**src/design/tile_pkg.sv**
```systemverilog
`default_nettype none

package tile_pkg;

    //////////////////////////////////////////////////////////////////////
    // source tile geometry
    //////////////////////////////////////////////////////////////////////

    // element width seen by the execution core
    localparam int DATA_W = 32;

    // host write width of two elements per line
    // low half is the even element and high half the odd one
    localparam int LINE_W = 64;

endpackage

`default_nettype wire

```
**src/design/core_pkg.sv**
```systemverilog
`default_nettype none

package core_pkg;

    //////////////////////////////////////////////////////////////////////
    // reduction operations of the execution core
    //////////////////////////////////////////////////////////////////////

    // width of the operation select
    localparam int OP_W = 2;

    // all four reductions start from an accumulator of zero
    typedef enum logic [OP_W-1:0] {
        // sum modulo 2^32
        OP_SUM = 2'd0,
        // unsigned maximum
        OP_MAX = 2'd1,
        // xor of all elements
        OP_XOR = 2'd2,
        // count of nonzero elements
        OP_CNT = 2'd3
    } op_e;

endpackage

`default_nettype wire

```
**src/design/exec_core.sv**
```systemverilog
`default_nettype none
`timescale 1ns/10ps

module exec_core
    import tile_pkg::*, core_pkg::*;
#(
    parameter int ADDR_W = 10
) (
    input  logic              clk,
    input  logic              arst_n,
    input  logic              start,
    input  op_e               op,
    input  logic [ADDR_W:0]   base,
    input  logic [ADDR_W+1:0] len,
    input  logic              swap,
    input  logic [DATA_W-1:0] exec_data,
    output logic              exec,
    output logic [ADDR_W:0]   exec_addr,
    output logic              bank,
    output logic              busy,
    output logic              done,
    output logic [DATA_W-1:0] result
);

    // job acceptance
    logic              start_ok;
    op_e               op_q;

    // address stage
    logic [ADDR_W+1:0] rem;
    logic              rem_last;

    // data stage, one cycle behind the address stage
    logic              data_v;
    logic              data_last;
    logic [DATA_W-1:0] acc;
    logic [DATA_W-1:0] folded;

    // swap request waiting for the job to finish
    logic              pending;

    //////////////////////////////////////////////////////////////////////
    // reduction step
    //////////////////////////////////////////////////////////////////////

    function automatic logic [DATA_W-1:0] fold(
        input op_e               f_op,
        input logic [DATA_W-1:0] acc_in,
        input logic [DATA_W-1:0] elem
    );
        logic [DATA_W-1:0] res;
        case (f_op)
            OP_SUM:  res = acc_in + elem;
            OP_MAX:  res = (elem > acc_in) ? elem : acc_in;
            OP_XOR:  res = acc_in ^ elem;
            OP_CNT:  res = acc_in + {{(DATA_W-1){1'b0}}, |elem};
            default: res = acc_in;
        endcase
        return res;
    endfunction

    // no new job while running or while a swap waits
    assign start_ok = start && !busy && !pending;
    assign rem_last = (rem == (ADDR_W+2)'(1));
    assign folded   = fold(op_q, acc, exec_data);

    //////////////////////////////////////////////////////////////////////
    // address sequencer
    //////////////////////////////////////////////////////////////////////

    // one idle cycle after accept, then len cycles of exec
    always_ff @(posedge clk or negedge arst_n) begin
        if (!arst_n) begin
            busy <= 1'b0;
            exec <= 1'b0;
            rem  <= '0;
        end else begin
            if (start_ok) begin
                busy <= 1'b1;
                rem  <= len;
            end else if (exec) begin
                rem <= rem - 1'b1;
                if (rem_last) begin
                    exec <= 1'b0;
                end
            end else if (busy && rem != '0) begin
                exec <= 1'b1;
            end

            // busy drops together with done
            if (data_v && data_last) begin
                busy <= 1'b0;
            end
        end
    end

    // next element address, wraps over both halves
    always_ff @(posedge clk) begin
        if (start_ok) begin
            exec_addr <= base;
            op_q      <= op;
        end else if (exec) begin
            exec_addr <= exec_addr + 1'b1;
        end
    end

    //////////////////////////////////////////////////////////////////////
    // accumulator and result
    //////////////////////////////////////////////////////////////////////

    always_ff @(posedge clk or negedge arst_n) begin
        if (!arst_n) begin
            data_v    <= 1'b0;
            data_last <= 1'b0;
            done      <= 1'b0;
            result    <= '0;
        end else begin
            // read data shows up one cycle after the address
            data_v    <= exec;
            data_last <= exec && rem_last;
            done      <= data_v && data_last;
            if (data_v && data_last) begin
                result <= folded;
            end
        end
    end

    // identity is zero for every op
    always_ff @(posedge clk) begin
        if (start_ok) begin
            acc <= '0;
        end else if (data_v) begin
            acc <= folded;
        end
    end

    //////////////////////////////////////////////////////////////////////
    // bank swap
    //////////////////////////////////////////////////////////////////////

    // idle swap toggles at once, busy swap waits until after done
    always_ff @(posedge clk or negedge arst_n) begin
        if (!arst_n) begin
            bank    <= 1'b0;
            pending <= 1'b0;
        end else begin
            if (!busy && (swap || pending)) begin
                bank    <= ~bank;
                pending <= 1'b0;
            end else if (busy && swap) begin
                // repeated requests fold into one toggle
                pending <= 1'b1;
            end
        end
    end

endmodule

`default_nettype wire

```
**config.mk**
```make
export PLATFORM = sky130hd
export DESIGN_NAME = exec_core
export DESIGN_NICKNAME = d
export VERILOG_FILES = /design/src/design/tile_pkg.sv /design/src/design/core_pkg.sv /design/src/design/exec_core.sv
export SDC_FILE = /design/constraint.sdc
export NUM_CORES = 1
export LEC_CHECK = 0
export ABC_AREA = 1
export BUFFER_PORTS_ARGS = -buffer_cell sky130_fd_sc_hd__buf_4
export CAP_MARGIN = 30
export CORE_MARGIN = 1.5
export CORE_UTILIZATION = 58
export DETAILED_ROUTE_END_ITERATION = 10
export HOLD_SLACK_MARGIN = 0.15
export PLACE_DENSITY = 0.87
export RECOVER_POWER = 50
export SLEW_MARGIN = 30
export SYNTH_ARGS = -nofsm -noshare
export SYNTH_HDL_FRONTEND = slang
export SYNTH_SLANG_ARGS = --single-unit
```
**constraint.sdc**
```tcl
create_clock -name clk -period 3.7 [get_ports clk]
set_clock_uncertainty 0.15 [all_clocks]
set_input_delay 0.185 -clock clk [delete_from_list [all_inputs] [get_ports clk]]
set_output_delay 0.185 -clock clk [all_outputs]
set_load 0.02 [all_outputs]
```
* Yosys cells after proc, flatten, opt, wreduce, memory -nomap -nowiden
Cells that the tools add are included.
Word-level totals: input port bits 61, memory bits (writable) 0, memories 0, bits in read-only memories 0, logic and storage cells 52, output and inout port bits 47, latch bits 0, bits in registers 96
Operators by class: equal/unequal tests 4, multipliers 0, muxes and demuxes 13, shift operators 0, div/mod/pow operators 0, reductions and logical operators 16, magnitude comparators 1, bitwise gates (word level) 2, add/sub/neg operators 4
Operators with widths (count):
- $pmux 32 s4 | 1
- $add 32x1->32 | 1
- $add 32x32->32 | 1
- $gt 32x32->1 | 1
- $mux 32 | 1
- $reduce_or 32->1 | 1
- $xor 32x32->32 | 1
- $mux 12 | 2
- $mux 11 | 2
- $eq 12x1->1 const B | 1
- $reduce_bool 12->1 | 1
- $sub 12x1->12 const B | 1
- $add 11x1->11 const B | 1
- $logic_and 1x1->1 | 7
- $mux 1 | 7
- $reduce_bool 2->1 | 3
- $eq 2x2->1 const B | 2
- $eq 2x1->1 const B | 1
- $logic_not 1->1 | 2
- $logic_not 2->1 | 1
- $logic_or 1x1->1 | 1
- $not 1->1 | 1

* Longest topological paths before layout
depth after elaboration 5, mapped depth 23, mapped depth without buffers 23

* Worst setup path before layout
OpenSTA, ideal clock, no wires.
kind register to register, start point register op_q[0], end point register acc[30], setup slack 728 ps, buffers on the path 1, setup time 109 ps, cell stages (with the launch flop) 20, arrival time 2713 ps, period minus slack after synthesis 2972 ps, data required time 3441 ps, cell sequence edfxtp_1 > ha_1 > clkbuf_1 > nor2_1 > inv_1 > fa_1 > inv_1 > nand2_1 > o21ai_1 > a21boi_0 > o21ai_0 > nand2_1 > nand2_1 > nand2_1 > nand2_1 > nand2_1 > nand3_1 > nand3_1 > nand2_1 > inv_1
Between the ends: cells in the longest elaborated chain, start to end 2, elaborated cells between the ends (all ways) 5, those cells by class eq/ne: 3; mux: 1; reduce/logical: 1
RTL lines:
- start: declaration | RTL line exec_core.sv:27 | op_e op_q;
- start signal: assignment | RTL line exec_core.sv:101 | op_q <= op;
- $eq 2x2->1, or another cell as far along | RTL line exec_core.sv:52 | case (f_op)
- $pmux 32 s4 * | RTL line exec_core.sv:52
- end signal: assignment | RTL line exec_core.sv:133 | acc <= folded;
- end: declaration | RTL line exec_core.sv:36 | logic [DATA_W-1:0] acc;
Every way passes the cells marked *; elsewhere a longest branch is shown, timed or not. A chain may end at the register's enable or synchronous reset.

* Worst setup path in the final report
start point input exec_data[12], end point register result[29]
Between the ends: cells in the longest elaborated chain, start to end 3, elaborated cells between the ends (all ways) 6, those cells by class add/sub: 2; order compare: 1; mux: 2; reduce/logical: 1
RTL lines:
- start: declaration | RTL line exec_core.sv:16 | input logic [DATA_W-1:0] exec_data,
- $reduce_or 32->1 / $gt 32x32->1 (equally long branches) | RTL line exec_core.sv:56, exec_core.sv:54
- $add 32x1->32 / $mux 32 (equally long branches) | RTL line exec_core.sv:56, exec_core.sv:54
- $pmux 32 s4 * | RTL line exec_core.sv:52
- end signal: assignment | RTL line exec_core.sv:123 | result <= folded;
- end: declaration | RTL line exec_core.sv:22 | output logic [DATA_W-1:0] result
Marked as above.

==> results.json <==
{
  "syn_area_per_cell_um2": 6.50,
  "detail-route-antenna-nets": 0,
  "gr-usage-all-layers_pct": 34.9,
  "cts_max_path_buffers": 2,
  "cts.sinks": 96,
  "cts_root_buf": "clkbuf_16",
  "crit_arrival_ns": 3.71,
  "grt_pass1_wl_um": 40900,
  "synth.cell_area_um2": 8020,
  "yosysSeqAreaShare_pct": 28.8,
  "first_global_vias": 8807,
  "fin_util_pct": 72.0,
  "critPathLaunchType": "input port",
  "postSynthNetCount": 1365,
  "io_buffers": 107,
  "worst_path_most_repeated_cell": "nand2_1",
  "setup_viol": 0,
  "fin_area_um2": 9610,
  "drcViolationCount": 0,
  "dr.pass1.iters": 8,
  "die_y_um": 121,
  "antenna_cells": 0,
  "die-area_um2": 14500,
  "path_clk_slew_ns": 0.07,
  "synth-async-reset-ratio_pct": 53.1,
  "area_growth_pct": 19.8,
  "synthDistinctLibCells": 47,
  "critPathRequiredTime_ns": 3.81,
  "die_x_um": 121,
  "drt_iter0_drc": 803,
  "path_max_fanout": 4,
  "grt_remaining_overflow": 0,
  "cts_setup_buffers": 0,
  "wl_per_cell_um": 16.0,
  "hpwl_um": 16900,
  "fillers": 1132,
  "synth_flop_cell": "dfrtp_1",
  "worst_slack_ns": 0.101,
  "ir_drop_mv": 0.310,
  "fin_crit_ns": 3.60,
  "crit_path_cell_trace": "dlygate4sd3_1 -> buf_4 -> nor4_2 -> buf_4 -> nand4_1 -> nor3_2 -> o21ai_0 -> ha_1 -> inv_1 -> o21ai_1 -> a21oi_1 -> o21ai_0 -> nand3_1 -> nand2_1 -> o21ai_0 -> nand2_1 -> nand2_1 -> nand2_1",
  "nets": 1504,
  "dp_cells": 1488,
  "crit_path_end_kind": "flip-flop",
  "cts.htree.levels": 3,
  "cts_made_buffers": 9,
  "power_mw": 3.18,
  "status": "complete, no violations",
  "worst_pin_slew_ns": 1.43,
  "synth-seq-cells": 96,
  "synth_edf_count": 13,
  "antenna_found_initial": 0,
  "timing.fmax_mhz": 278,
  "initial_core_util_pct": 60.1,
  "report.final.slew_viol_count": 0,
  "crit_type": "in2reg",
  "layout-drive-gt1-share_pct": 8.56,
  "dr_total_vias": 8882,
  "crit_path_start": "exec_data[12]",
  "reg2reg_from": "op_q[1]",
  "wl_um": 24800,
  "gp_congestion": 0.952,
  "powerDensity_nw_per_um2": 331,
  "cts_tree": "yes",
  "slowest_delay_ns": 0.53,
  "post_drt_via_cell_ratio": 5.72,
  "finalCritPeriodShare_pct": 97.3,
  "ys_warn_count": 0,
  "fin_cells": 1554,
  "maxSlewHeadroom_pct": 4.78,
  "worst_path_max_delay_cell": "dlygate4sd3_1",
  "postPlaceCellArea_um2": 8970,
  "syn_inst": 1234,
  "clock_latency_ns": 0.37,
  "place_ws_ns": 0.0476,
  "power_leakage_nw": 4.88,
  "finalHoldViolCount": 0,
  "fp-row-count": 42,
  "grt_max_degree": 65,
  "pin_count": 108,
  "hp-start": "exec_data[1]",
  "core_um2": 13300,
  "max-cap-violations": 0,
  "hold_class": "in2reg"
}
## synthesized netlist by cell type, types with 4 or more instances
master / instances / area, um2
a31oi_1: 4 / 25.0
xor2_1: 8 / 70.1
dfxtp_1: 32 / 641
ha_1: 69 / 863
o31ai_1: 4 / 30.0
o21ai_1: 54 / 270
nor3_1: 12 / 60.1
inv_1: 184 / 691
clkbuf_1: 34 / 128
edfxtp_1: 13 / 390
buf_6: 5 / 56.3
nor2_1: 117 / 439
nand2_1: 308 / 1160
xnor2_1: 6 / 52.6
o211ai_1: 5 / 37.5
a21o_1: 12 / 90.1
o21ai_0: 72 / 360
a21oi_1: 112 / 561
dfrtp_1: 51 / 1280
or2_2: 7 / 43.8
nand3_1: 69 / 345
nand4_1: 13 / 81.3
## flip-flops by register name (all words and copies together), names as in the netlist
signal / flops
acc: 32
bank: 1
busy: 1
data_last: 1
data_v: 1
done: 1
exec: 1
exec_addr: 11
op_q: 2
pending: 1
rem: 12
result: 32
## cells by family after synthesis
| group | count (synthesis) | synth area share (%) |
|---|---|---|
| compound gates | 282 | 19.0 |
| xor+xnor | 14 | 1.53 |
| fa+ha+maj | 70 | 11.0 |
| simple gates | 543 | 28.5 |
| flops | 96 | 28.8 |
| buf+inv | 229 | 11.2 |
## path summary, 6_finish.rpt
path                              end  slack [ns]  depth (start not counted)
min reg2reg                result[20]        0.34                          2
min                         result[1]        0.17                          5
max reg2reg                result[29]        0.42                         15
max                        result[29]        0.10                         18
min in group asynchronous  result[11]        0.53                          2
max in group asynchronous   result[3]        2.00                          2
## routing by layer
metal | share of wire, % | track usage [%]
met1 | 41 | 43.4
met2 | 48 | 58.8
met3 | 7.7 | 5.85
met4 | 3.4 | 16.9
met5 | 0 | 0
## what timing repair did
action                     in CTS  in global routing
hold endpoints to repair      119                  0
resized for setup               0                 10
hold buffers                   50                  0
setup endpoints to repair       0                 22
## critical path: cells and delay by family
family / cells / cell delay [ns]
fa+ha+maj: 1 / 0.19
simple gates: 8 / 1.27
buf+inv: 4 / 0.93
compound gates: 5 / 1.11
## layout by cell type, fill, tap and decap left out, types with 5 or more instances in the layout
| cell | instances |
|---|---|
| a21o_1 | 12 |
| a21oi_1 | 112 |
| buf_4 | 70 |
| clkbuf_1 | 46 |
| clkbuf_16 | 9 |
| dfrtp_1 | 51 |
| dfxtp_1 | 32 |
| dlygate4sd3_1 | 50 |
| edfxtp_1 | 13 |
| ha_1 | 69 |
| inv_1 | 183 |
| nand2_1 | 307 |
| nand3_1 | 68 |
| nand4_1 | 13 |
| nor2_1 | 117 |
| nor3_1 | 10 |
| o211ai_1 | 5 |
| o21ai_0 | 71 |
| o21ai_1 | 53 |
| or2_2 | 7 |
| xnor2_1 | 6 |
| xor2_1 | 8 |
## through the flow
stage / setup TNS [ns] / hold slack (ns)
floorplan: 0 / -0.261
global placement: 0 / 0.143
detailed placement: 0 / 0.155
CTS: 0 / 0.153
global route: -0.104 / 0.198
finish: 0 / 0.166
## final cells by class
| class | instances | area (um2) | share of cell area (%) |
|---|---|---|---|
| clock buffer | 9 | 225 | 2.34 |
| multi-input combinational | 909 | 4860 | 50.6 |
| inverter | 186 | 698 | 7.27 |
| clock inverter | 7 | 52.6 | 0.547 |
| tap | 176 | 220 | 2.29 |
| timing repair buffer | 171 | 1250 | 13.0 |
| sequential | 96 | 2310 | 24.0 |
## power breakdown
part | internal [mW] | leakage [nW] | switching, mW
logic | 0.418 | 3.84 | 0.679
registers | 1.11 | 0.899 | 0.0448
clock network | 0.463 | 0.137 | 0.466
No activity file was read; power rests on OpenSTA's default activity.
